`config.mk`:
```
export PLATFORM = sky130hd
export DESIGN_NAME = token_engine
export DESIGN_NICKNAME = d
export VERILOG_FILES = /design/src/verilog/token_engine_pkg.sv /design/src/verilog/glb_arbiter.sv /design/src/verilog/lane_fifo_ctrl.sv /design/src/verilog/pass_ctrl.sv /design/src/verilog/token_engine.sv /design/src/verilog/weight_loader.sv
export SDC_FILE = /design/constraint.sdc
export NUM_CORES = 1
export LEC_CHECK = 0
export BUFFER_PORTS_ARGS = -buffer_cell sky130_fd_sc_hd__buf_4
export CORE_MARGIN = 2
export CORE_UTILIZATION = 42
export DETAILED_ROUTE_END_ITERATION = 8
export PLACE_DENSITY = 0.72
export SYNTH_ARGS = -nofsm -noshare
export SYNTH_HDL_FRONTEND = slang
export SYNTH_SLANG_ARGS = --single-unit
```
`constraint.sdc`:
```
create_clock -name clk -period 4.9 [get_ports clk]
set_input_delay 0.49 -clock clk [delete_from_list [all_inputs] [get_ports clk]]
set_output_delay 0.49 -clock clk [all_outputs]
set_load 0.05 [all_outputs]
```
`src/verilog/token_engine_pkg.sv`:
```
// shared widths, pass states and bundles for the token engine
// imported by every RTL block and by the testbench
package token_engine_pkg;

    // bytes per GLB word, sets address strides and weight unpacking
    localparam int unsigned WORD_BYTES = 4;

    typedef logic [31:0] addr_t; // GLB byte address
    typedef logic [31:0] data_t; // GLB data word
    typedef logic [7:0]  byte_t; // one weight value
    typedef logic [15:0] len_t;  // words per lane in a tile

    // pass level sequencing
    typedef enum logic [2:0] {
        IDLE        = 3'd0,
        LOAD_WEIGHT = 3'd1,
        INIT_FIFO   = 3'd2, // single cycle
        STREAM      = 3'd3,
        DONE        = 3'd4  // single cycle, pass_done high
    } pass_state_e;

    // tile setup, held stable for the whole pass
    typedef struct packed {
        addr_t weight_base;
        addr_t ifmap_base;
        addr_t opsum_base;
        len_t  tile_len;
    } pass_cfg_t;

    // one access on the GLB port
    // web is all ones for a write, zero for a read
    typedef struct packed {
        logic       valid;
        logic [3:0] web;
        addr_t      addr;
        data_t      wdata;
    } glb_req_t;

endpackage

```
`src/verilog/glb_arbiter.sv`:
```
// single GLB port arbiter, weight first, then opsum writes, then ifmap reads
// lowest lane wins within a class, grant is a same-cycle pulse
`timescale 1ns/1ps

module glb_arbiter #(
    parameter int NUM_LANE = 4
) (
    input  token_engine_pkg::glb_req_t             weight_req_i,
    input  logic [NUM_LANE-1:0]                    ifmap_req_i,
    input  token_engine_pkg::addr_t [NUM_LANE-1:0] ifmap_addr_i,
    input  logic [NUM_LANE-1:0]                    opsum_req_i,
    input  token_engine_pkg::addr_t [NUM_LANE-1:0] opsum_addr_i,
    input  token_engine_pkg::data_t [NUM_LANE-1:0] opsum_wdata_i,
    output token_engine_pkg::glb_req_t             glb_req_o,
    output logic                                   weight_gnt_o,
    output logic [NUM_LANE-1:0]                    ifmap_gnt_o,
    output logic [NUM_LANE-1:0]                    opsum_gnt_o
);

    always_comb begin : pick
        logic taken;
        glb_req_o    = '0;
        weight_gnt_o = 1'b0;
        ifmap_gnt_o  = '0;
        opsum_gnt_o  = '0;
        taken        = 1'b0;

        if (weight_req_i.valid) begin
            glb_req_o    = weight_req_i;
            weight_gnt_o = 1'b1;
            taken        = 1'b1;
        end

        // drain opsum ahead of new ifmap reads
        for (int l = 0; l < NUM_LANE; l++) begin
            if (!taken && opsum_req_i[l]) begin
                glb_req_o.valid = 1'b1;
                glb_req_o.web   = '1; // write
                glb_req_o.addr  = opsum_addr_i[l];
                glb_req_o.wdata = opsum_wdata_i[l];
                opsum_gnt_o[l]  = 1'b1;
                taken           = 1'b1;
            end
        end

        for (int l = 0; l < NUM_LANE; l++) begin
            if (!taken && ifmap_req_i[l]) begin
                glb_req_o.valid = 1'b1;
                glb_req_o.web   = '0; // read, data returns next cycle
                glb_req_o.addr  = ifmap_addr_i[l];
                ifmap_gnt_o[l]  = 1'b1;
                taken           = 1'b1;
            end
        end
    end

endmodule

```
`src/verilog/lane_fifo_ctrl.sv`:
```
// per-lane ifmap read/push and opsum pop/write for one streaming tile
// bases are latched on the init pulse, addresses step one word per transfer
`timescale 1ns/1ps

module lane_fifo_ctrl #(
    parameter int NUM_LANE = 4
) (
    input  logic                                   clk,
    input  logic                                   rst_i,
    input  logic                                   init_pulse_i,
    input  logic                                   stream_phase_i,
    input  token_engine_pkg::pass_cfg_t            cfg_i,
    input  logic [NUM_LANE-1:0]                    ifmap_full_i,
    input  logic [NUM_LANE-1:0]                    opsum_empty_i,
    input  token_engine_pkg::data_t [NUM_LANE-1:0] opsum_pop_data_i,
    input  logic [NUM_LANE-1:0]                    ifmap_gnt_i,
    input  logic [NUM_LANE-1:0]                    opsum_gnt_i,
    input  token_engine_pkg::data_t                glb_rdata_i,
    output logic                                   fifo_reset_o,
    output logic [NUM_LANE-1:0]                    ifmap_req_o,
    output token_engine_pkg::addr_t [NUM_LANE-1:0] ifmap_addr_o,
    output logic [NUM_LANE-1:0]                    opsum_req_o,
    output token_engine_pkg::addr_t [NUM_LANE-1:0] opsum_addr_o,
    output token_engine_pkg::data_t [NUM_LANE-1:0] opsum_wdata_o,
    output logic [NUM_LANE-1:0]                    ifmap_push_o,
    output token_engine_pkg::data_t                ifmap_push_data_o,
    output logic [NUM_LANE-1:0]                    opsum_pop_o,
    output logic                                   lanes_done_o
);
    import token_engine_pkg::*;

    addr_t [NUM_LANE-1:0] lane_off;     // lane * tile_len words, in bytes
    addr_t [NUM_LANE-1:0] ifmap_addr_q;
    addr_t [NUM_LANE-1:0] opsum_addr_q;
    len_t  [NUM_LANE-1:0] ifmap_cnt_q;  // reads granted
    len_t  [NUM_LANE-1:0] opsum_cnt_q;  // writes granted
    logic  [NUM_LANE-1:0] push_pend_q;  // read data arrives this cycle
    logic  [NUM_LANE-1:0] ifmap_left;
    logic  [NUM_LANE-1:0] opsum_left;
    logic  [NUM_LANE-1:0] lane_done;

    always_comb begin
        for (int l = 0; l < NUM_LANE; l++) begin
            lane_off[l]   = addr_t'(l) * addr_t'(cfg_i.tile_len) * addr_t'(WORD_BYTES);
            ifmap_left[l] = (ifmap_cnt_q[l] != cfg_i.tile_len);
            opsum_left[l] = (opsum_cnt_q[l] != cfg_i.tile_len);
            // no new read while the previous word is still in flight
            ifmap_req_o[l] = stream_phase_i && ifmap_left[l] && !ifmap_full_i[l]
                             && !push_pend_q[l];
            opsum_req_o[l] = stream_phase_i && opsum_left[l] && !opsum_empty_i[l];
            lane_done[l]   = !ifmap_left[l] && !opsum_left[l] && !push_pend_q[l];
        end
    end

    always_ff @(posedge clk) begin
        if (rst_i || init_pulse_i) begin
            ifmap_cnt_q <= '0;
            opsum_cnt_q <= '0;
            push_pend_q <= '0;
        end else begin
            push_pend_q <= ifmap_gnt_i; // push follows the grant by one edge
            for (int l = 0; l < NUM_LANE; l++) begin
                if (ifmap_gnt_i[l]) begin
                    ifmap_cnt_q[l] <= ifmap_cnt_q[l] + 1'b1;
                end
                if (opsum_gnt_i[l]) begin
                    opsum_cnt_q[l] <= opsum_cnt_q[l] + 1'b1;
                end
            end
        end
    end

    always_ff @(posedge clk) begin
        for (int l = 0; l < NUM_LANE; l++) begin
            if (init_pulse_i) begin
                ifmap_addr_q[l] <= cfg_i.ifmap_base + lane_off[l];
                opsum_addr_q[l] <= cfg_i.opsum_base + lane_off[l];
            end else begin
                if (ifmap_gnt_i[l]) begin
                    ifmap_addr_q[l] <= ifmap_addr_q[l] + addr_t'(WORD_BYTES);
                end
                if (opsum_gnt_i[l]) begin
                    opsum_addr_q[l] <= opsum_addr_q[l] + addr_t'(WORD_BYTES);
                end
            end
        end
    end

    assign fifo_reset_o      = init_pulse_i;
    assign ifmap_addr_o      = ifmap_addr_q;
    assign opsum_addr_o      = opsum_addr_q;
    assign opsum_wdata_o     = opsum_pop_data_i;  // FWFT head goes out with the write
    assign ifmap_push_o      = push_pend_q;
    assign ifmap_push_data_o = glb_rdata_i;       // only one lane can be pending
    assign opsum_pop_o       = opsum_gnt_i;       // pop in the write cycle
    assign lanes_done_o      = stream_phase_i && (&lane_done);

endmodule

```
`src/verilog/pass_ctrl.sv`:
```
// pass sequencer: weight load, one-cycle FIFO init, stream, then a done pulse
// phase levels are decoded straight from the state register
`timescale 1ns/1ps

module pass_ctrl (
    input  logic clk,
    input  logic rst_i,
    input  logic pass_start_i,
    input  logic weight_done_i,
    input  logic lanes_done_i,
    output logic weight_phase_o,
    output logic init_pulse_o,
    output logic stream_phase_o,
    output logic pass_done_o
);
    import token_engine_pkg::*;

    pass_state_e state_q;
    pass_state_e state_d;

    always_comb begin
        state_d = state_q;
        case (state_q)
            IDLE: begin
                if (pass_start_i) begin
                    state_d = LOAD_WEIGHT;
                end
            end
            LOAD_WEIGHT: begin
                if (weight_done_i) begin
                    state_d = INIT_FIFO;
                end
            end
            INIT_FIFO: begin
                state_d = STREAM; // bases latched this cycle
            end
            STREAM: begin
                if (lanes_done_i) begin
                    state_d = DONE;
                end
            end
            DONE: begin
                state_d = IDLE;
            end
            default: begin
                state_d = IDLE;
            end
        endcase
    end

    // start pulses outside IDLE fall through the case above
    always_ff @(posedge clk) begin
        if (rst_i) begin
            state_q <= IDLE;
        end else begin
            state_q <= state_d;
        end
    end

    assign weight_phase_o = (state_q == LOAD_WEIGHT);
    assign init_pulse_o   = (state_q == INIT_FIFO);
    assign stream_phase_o = (state_q == STREAM);
    assign pass_done_o    = (state_q == DONE); // one cycle

endmodule

```
`src/verilog/token_engine.sv`:
```
// token engine top, runs one pointwise pass over a tile
// wires the pass FSM, weight loader, lane FIFO control and GLB arbiter
`timescale 1ns/1ps

module token_engine #(
    parameter int NUM_LANE = 4 // NUM_LANE * NUM_LANE must be a multiple of 4
) (
    input  logic                                   clk,
    input  logic                                   rst_i,
    input  logic                                   pass_start_i,
    input  token_engine_pkg::pass_cfg_t            cfg_i,
    input  token_engine_pkg::data_t                glb_rdata_i,
    input  logic [NUM_LANE-1:0]                    ifmap_full_i,
    input  logic [NUM_LANE-1:0]                    opsum_empty_i,
    input  token_engine_pkg::data_t [NUM_LANE-1:0] opsum_pop_data_i,
    output token_engine_pkg::glb_req_t             glb_req_o,
    output logic                                   weight_load_o,
    output logic [$clog2(NUM_LANE*NUM_LANE)-1:0]   weight_pe_idx_o,
    output token_engine_pkg::byte_t                weight_in_o,
    output logic                                   fifo_reset_o,
    output logic [NUM_LANE-1:0]                    ifmap_push_o,
    output token_engine_pkg::data_t                ifmap_push_data_o,
    output logic [NUM_LANE-1:0]                    opsum_pop_o,
    output logic                                   pass_done_o
);
    import token_engine_pkg::*;

    // phase control
    logic weight_phase;
    logic init_pulse;
    logic stream_phase;
    logic weight_done;
    logic lanes_done;

    // requests and grants around the arbiter
    glb_req_t                  weight_req;
    logic                      weight_gnt;
    logic  [NUM_LANE-1:0]      ifmap_req;
    logic  [NUM_LANE-1:0]      ifmap_gnt;
    addr_t [NUM_LANE-1:0]      ifmap_addr;
    logic  [NUM_LANE-1:0]      opsum_req;
    logic  [NUM_LANE-1:0]      opsum_gnt;
    addr_t [NUM_LANE-1:0]      opsum_addr;
    data_t [NUM_LANE-1:0]      opsum_wdata;

    pass_ctrl u_pass_ctrl (
        .clk            (clk),
        .rst_i          (rst_i),
        .pass_start_i   (pass_start_i),
        .weight_done_i  (weight_done),
        .lanes_done_i   (lanes_done),
        .weight_phase_o (weight_phase),
        .init_pulse_o   (init_pulse),
        .stream_phase_o (stream_phase),
        .pass_done_o    (pass_done_o)
    );

    weight_loader #(
        .NUM_LANE (NUM_LANE)
    ) u_weight_loader (
        .clk             (clk),
        .rst_i           (rst_i),
        .weight_phase_i  (weight_phase),
        .weight_base_i   (cfg_i.weight_base),
        .weight_gnt_i    (weight_gnt),
        .glb_rdata_i     (glb_rdata_i),
        .weight_req_o    (weight_req),
        .weight_load_o   (weight_load_o),
        .weight_pe_idx_o (weight_pe_idx_o),
        .weight_in_o     (weight_in_o),
        .weight_done_o   (weight_done)
    );

    lane_fifo_ctrl #(
        .NUM_LANE (NUM_LANE)
    ) u_lane_fifo_ctrl (
        .clk               (clk),
        .rst_i             (rst_i),
        .init_pulse_i      (init_pulse),
        .stream_phase_i    (stream_phase),
        .cfg_i             (cfg_i),
        .ifmap_full_i      (ifmap_full_i),
        .opsum_empty_i     (opsum_empty_i),
        .opsum_pop_data_i  (opsum_pop_data_i),
        .ifmap_gnt_i       (ifmap_gnt),
        .opsum_gnt_i       (opsum_gnt),
        .glb_rdata_i       (glb_rdata_i),
        .fifo_reset_o      (fifo_reset_o),
        .ifmap_req_o       (ifmap_req),
        .ifmap_addr_o      (ifmap_addr),
        .opsum_req_o       (opsum_req),
        .opsum_addr_o      (opsum_addr),
        .opsum_wdata_o     (opsum_wdata),
        .ifmap_push_o      (ifmap_push_o),
        .ifmap_push_data_o (ifmap_push_data_o),
        .opsum_pop_o       (opsum_pop_o),
        .lanes_done_o      (lanes_done)
    );

    glb_arbiter #(
        .NUM_LANE (NUM_LANE)
    ) u_glb_arbiter (
        .weight_req_i  (weight_req),
        .ifmap_req_i   (ifmap_req),
        .ifmap_addr_i  (ifmap_addr),
        .opsum_req_i   (opsum_req),
        .opsum_addr_i  (opsum_addr),
        .opsum_wdata_i (opsum_wdata),
        .glb_req_o     (glb_req_o),
        .weight_gnt_o  (weight_gnt),
        .ifmap_gnt_o   (ifmap_gnt),
        .opsum_gnt_o   (opsum_gnt)
    );

endmodule

```
`src/verilog/weight_loader.sv`:
```
// fetches the PE weights from the GLB one word at a time
// each word is unpacked lsb first, one byte per cycle, with a rising PE index
`timescale 1ns/1ps

module weight_loader #(
    parameter int NUM_LANE = 4
) (
    input  logic                                 clk,
    input  logic                                 rst_i,
    input  logic                                 weight_phase_i,
    input  token_engine_pkg::addr_t              weight_base_i,
    input  logic                                 weight_gnt_i,
    input  token_engine_pkg::data_t              glb_rdata_i,
    output token_engine_pkg::glb_req_t           weight_req_o,
    output logic                                 weight_load_o,
    output logic [$clog2(NUM_LANE*NUM_LANE)-1:0] weight_pe_idx_o,
    output token_engine_pkg::byte_t              weight_in_o,
    output logic                                 weight_done_o
);
    import token_engine_pkg::*;

    localparam int NUM_PE = NUM_LANE * NUM_LANE;
    localparam int PE_W   = $clog2(NUM_PE);
    localparam int BSEL_W = $clog2(WORD_BYTES);

    typedef enum logic [2:0] {
        WL_IDLE,
        WL_REQ,     // request held until granted
        WL_CAPTURE, // read data valid this cycle
        WL_EMIT,
        WL_DONE
    } wl_state_e;

    wl_state_e         state_q;
    logic [PE_W-1:0]   pe_idx_q;
    data_t             word_q;
    logic [BSEL_W-1:0] byte_sel;
    addr_t             word_off;

    assign byte_sel = pe_idx_q[BSEL_W-1:0];
    assign word_off = addr_t'(pe_idx_q / WORD_BYTES) * addr_t'(WORD_BYTES);

    always_ff @(posedge clk) begin
        if (rst_i) begin
            state_q  <= WL_IDLE;
            pe_idx_q <= '0;
        end else begin
            case (state_q)
                WL_IDLE: begin
                    if (weight_phase_i) begin
                        state_q  <= WL_REQ;
                        pe_idx_q <= '0;
                    end
                end
                WL_REQ: begin
                    if (weight_gnt_i) begin
                        state_q <= WL_CAPTURE;
                    end
                end
                WL_CAPTURE: state_q <= WL_EMIT;
                WL_EMIT: begin
                    pe_idx_q <= pe_idx_q + 1'b1;
                    if (pe_idx_q == PE_W'(NUM_PE - 1)) begin
                        state_q <= WL_DONE;
                    end else if (byte_sel == BSEL_W'(WORD_BYTES - 1)) begin
                        state_q <= WL_REQ; // next word only after the last byte
                    end
                end
                default: state_q <= WL_IDLE;
            endcase
        end
    end

    always_ff @(posedge clk) begin
        if (state_q == WL_CAPTURE) begin
            word_q <= glb_rdata_i;
        end
    end

    always_comb begin
        weight_req_o       = '0; // read, web stays zero
        weight_req_o.valid = (state_q == WL_REQ);
        weight_req_o.addr  = weight_base_i + word_off;
    end

    assign weight_load_o   = (state_q == WL_EMIT);
    assign weight_pe_idx_o = pe_idx_q;
    assign weight_in_o     = word_q[8*byte_sel +: 8];
    assign weight_done_o   = (state_q == WL_DONE);

endmodule
```
==> out/qor.csv <==
metric,value,unit
wire length on met3,11000,microns
Die Ht,280,microns
TritonRoute pass-1 iters,7,
synth-to-layout area growth,17.2,%
Worst Path Required,4.41,ns
WS Path Type,reg2out,
Worst VDD drop,0.268,mV
Port Buffer Count,406,
Rel. slew slack,28.9,%
TritonCTS clock tree,yes,
global-route wire length before repair,163000,microns
remaining global-route overflow,0,
Worst Path Max Fanout,5,
Synth Area in Adders,5.77,%
number of library cell types mapped by synthesis,82,
Post-Syn Area per Cell,8.66,sq um
Final setup viols,0,
Worst Tran Pin Value,1.06,ns
synthesized area,32000,sq um
# DRC,0,
TritonCTS Sinks,418,
Max Freq,0.211,GHz
H-tree levels,2,
Synth Area in Compound Gates,15.8,%
Overall Power,9.27,mW
Final GP Congestion,0.965,
Buffers & Inverters on Critical Path,1,
drt wl/cell,21.4,microns
min Tclk post-route,4.73,ns
Top Layer Used,met5,
Hold WC Path Type,in2reg,
post-detailed-routing wire length,108000,microns
Tcrit/Tclk final,96.6,%
Post-Syn Instances,3700,
crit-path leading delay family,simple AND/OR/NAND/NOR gates,
CP endpoint kind,output port,
outcome,"complete, no violations",
syn nets,4126,
CP peak stage delay,0.75,ns
met2 wire len,49000,microns
Crit Reg-Reg Startpoint,u_lane_fifo_ctrl.opsum_cnt_q[18]$_SDFFE_PP0P_,
Max Clock Skew,0.0141,ns
via count,30000,
initial antenna violation count,9,
wl on met1,43900,microns
largest net degree at the start of global routing,156,
"Seq/Total Area, Yosys",34.7,%
asr flop ratio synth,0,%
Worst Setup SP,u_lane_fifo_ctrl.opsum_cnt_q[18]$_SDFFE_PP0P_,
startpoint types,flip-flop,
Root Buffer,clkbuf_16,
ordered list of cells on the worst path,xnor2_1 -> nand4_1 -> nor4_4 -> o32ai_2 -> nor4_4 -> nor2_1 -> o211ai_1 -> a21oi_1 -> o21ai_0 -> buf_4,
Worst path slowest cell,nor4_4,
"Reg clk slew, reported paths",0.06,ns
Max clock buf depth,3,
Nets,4449,
Die W,280,microns
cts hold-fix bufs,0,
CP arrival,4.24,ns
final count of pins violating max slew,0,
ys flop type,edfxtp_1,
Post-synth EDFFs,276,
ANT nets after route,0,
post-DR vias/cell,5.95,
Inserted Clock Buffers,47,
vias in the first global route,28000,
most frequent cells in the layout,"buf_4 (476), nand2_1 (409), nor2_1 (362)",
GRT Total Usage,26.7,%
final hold vios,0,
post-synthesis simple-gate area fraction,22.2,%
Die ar.,78500,sq um
share of cells above drive strength 1,14.8,%
"FF+latch count, synth",418,
"commonest non-fill, non-tap cell in the layout",buf_4,
PwrDens,247,nW/um^2
RSZ-0062 raised after global routing,no,
YS warnings,0,
# rows,101,
FILL cells,7125,
Post-Synth XOR/XNOR Area,16.6,%
main combinational cell family by area after synthesis,simple AND/OR/NAND/NOR gates,
CP dominant cell by count,nor4_4,
# Max-Cap Violations,0,
core area,75700,sq um
Clock Latency Late Sink,0.62,ns
DP HPWL,81000,microns
Leak,14.1,nW
start point of the worst hold path,glb_rdata_i[1],
I/O pin count,407,
mux contribution to synthesized area,1.01,%
Initial DRC Count,3223,
Initial Utilization,42.3,%
setup TNS,0,ns
-- power by group --
part / internal [mW] / switching [mW]
logic: 0.803 / 1.19
registers: 3.74 / 0.0119
clock network: 1.94 / 1.59
-- worst paths after layout --
kind	endpoint	slack (ns)	depth (start not counted)
worst min register to register	u_lane_fifo_ctrl.ifmap_cnt_q[1]$_SDFFE_PP0P_	0.51	2
worst max-delay path	glb_req_o[53]	0.17	10
worst min-delay path	u_weight_loader.word_q[1]$_DFFE_PP_	0.06	1
worst max register to register	u_lane_fifo_ctrl.opsum_cnt_q[63]$_SDFFE_PP0P_	1.20	11
-- flip-flops by register name, summed over array words and instances (netlist names) --
register / cells
u_weight_loader.word_q: 32
u_weight_loader.weight_pe_idx_o: 4
u_lane_fifo_ctrl.ifmap_cnt_q: 64
u_pass_ctrl.state_q: 3
u_lane_fifo_ctrl.opsum_addr_o: 122
u_lane_fifo_ctrl.ifmap_push_o: 4
u_lane_fifo_ctrl.ifmap_addr_o: 122
u_weight_loader.state_q: 3
u_lane_fifo_ctrl.opsum_cnt_q: 64
-- Yosys cell counts, types with 12 or more instances --
| master | n | area, sq um |
|---|---|---|
| a211oi_1 | 38 | 285 |
| a21o_1 | 34 | 255 |
| a21oi_1 | 201 | 1010 |
| a221o_1 | 21 | 210 |
| a221oi_1 | 30 | 263 |
| a222oi_1 | 48 | 480 |
| a22oi_1 | 18 | 135 |
| a31oi_1 | 16 | 100 |
| and2_1 | 20 | 125 |
| and3_1 | 81 | 507 |
| and4_1 | 48 | 420 |
| buf_1 | 16 | 60.1 |
| buf_2 | 28 | 140 |
| buf_4 | 40 | 300 |
| clkbuf_1 | 121 | 454 |
| dfxtp_1 | 142 | 2840 |
| edfxtp_1 | 276 | 8290 |
| ha_1 | 135 | 1690 |
| inv_1 | 66 | 248 |
| mux2i_1 | 12 | 120 |
| nand2_1 | 410 | 1540 |
| nand2b_1 | 22 | 138 |
| nand3_1 | 175 | 876 |
| nand4_1 | 120 | 751 |
| nor2_1 | 362 | 1360 |
| nor2b_1 | 25 | 156 |
| nor3_1 | 67 | 335 |
| nor4_1 | 24 | 150 |
| o211ai_1 | 17 | 128 |
| o21a_1 | 21 | 158 |
| o21ai_0 | 235 | 1180 |
| o21bai_1 | 14 | 105 |
| o22ai_1 | 22 | 138 |
| o31ai_1 | 17 | 128 |
| or2_2 | 15 | 93.8 |
| or3_1 | 46 | 288 |
| xnor2_1 | 361 | 3160 |
| xor2_1 | 245 | 2150 |
-- cell families after synthesis --
logic type	Yosys count
buffers and inverters	277
flip-flops	418
AO/OA/AOI/OAI	786
XOR/XNOR	606
AND/OR/NAND/NOR	1448
adder cells (fa/ha/maj)	143
multiplexers	22
-- timing repair --
item	4_1_cts	5_1_grt
endpoints found under the setup margin	1	2
hold endpoints to repair	0	0
pin swaps	1	0
gates cloned	0	0
setup buffers	5	0
gates resized for setup	0	1
-- area by class of cell --
type	instances	area (sq um)	share of cell area [%]
Multi-Input combinational cell	3005	19700	52.5
Sequential cell	418	11100	29.7
Timing Repair Buffer	483	3710	9.89
Clock buffer	72	1330	3.55
Tap cell	978	1220	3.26
Inverter	68	263	0.700
Clock inverter	16	135	0.360
Antenna cell	8	20.0	0.0533
-- layer usage --
metal / global-route usage (%) / vias to the layer above
met4: 10.6 / 2
met1: 35.4 / 14200
li1: - / 14100
met2: 42.8 / 1482
met5: 0 / -
met3: 5.09 / 207
-- per-stage QoR --
| stage | setup WS [ns] | area [sq um] | instances | util (%) | hold WS [ns] |
|---|---|---|---|---|---|
| after detailed placement | 0.131 | 36000 | 4947 | 47.6 | 0.496 |
| after global routing | 0.0166 | 37500 | 5047 | 49.6 | 0.0455 |
| after CTS | 0.174 | 37500 | 5040 | 49.6 | 0.0392 |
| final | 0.166 | 37500 | 5048 | 49.6 | 0.0600 |
| after global placement | 0.255 | 36000 | 4947 | 47.6 | 0.486 |
| after floorplan | 0.468 | 32000 | 3700 | - | 0.469 |
Note: power is estimated with default switching activity, not from simulation.
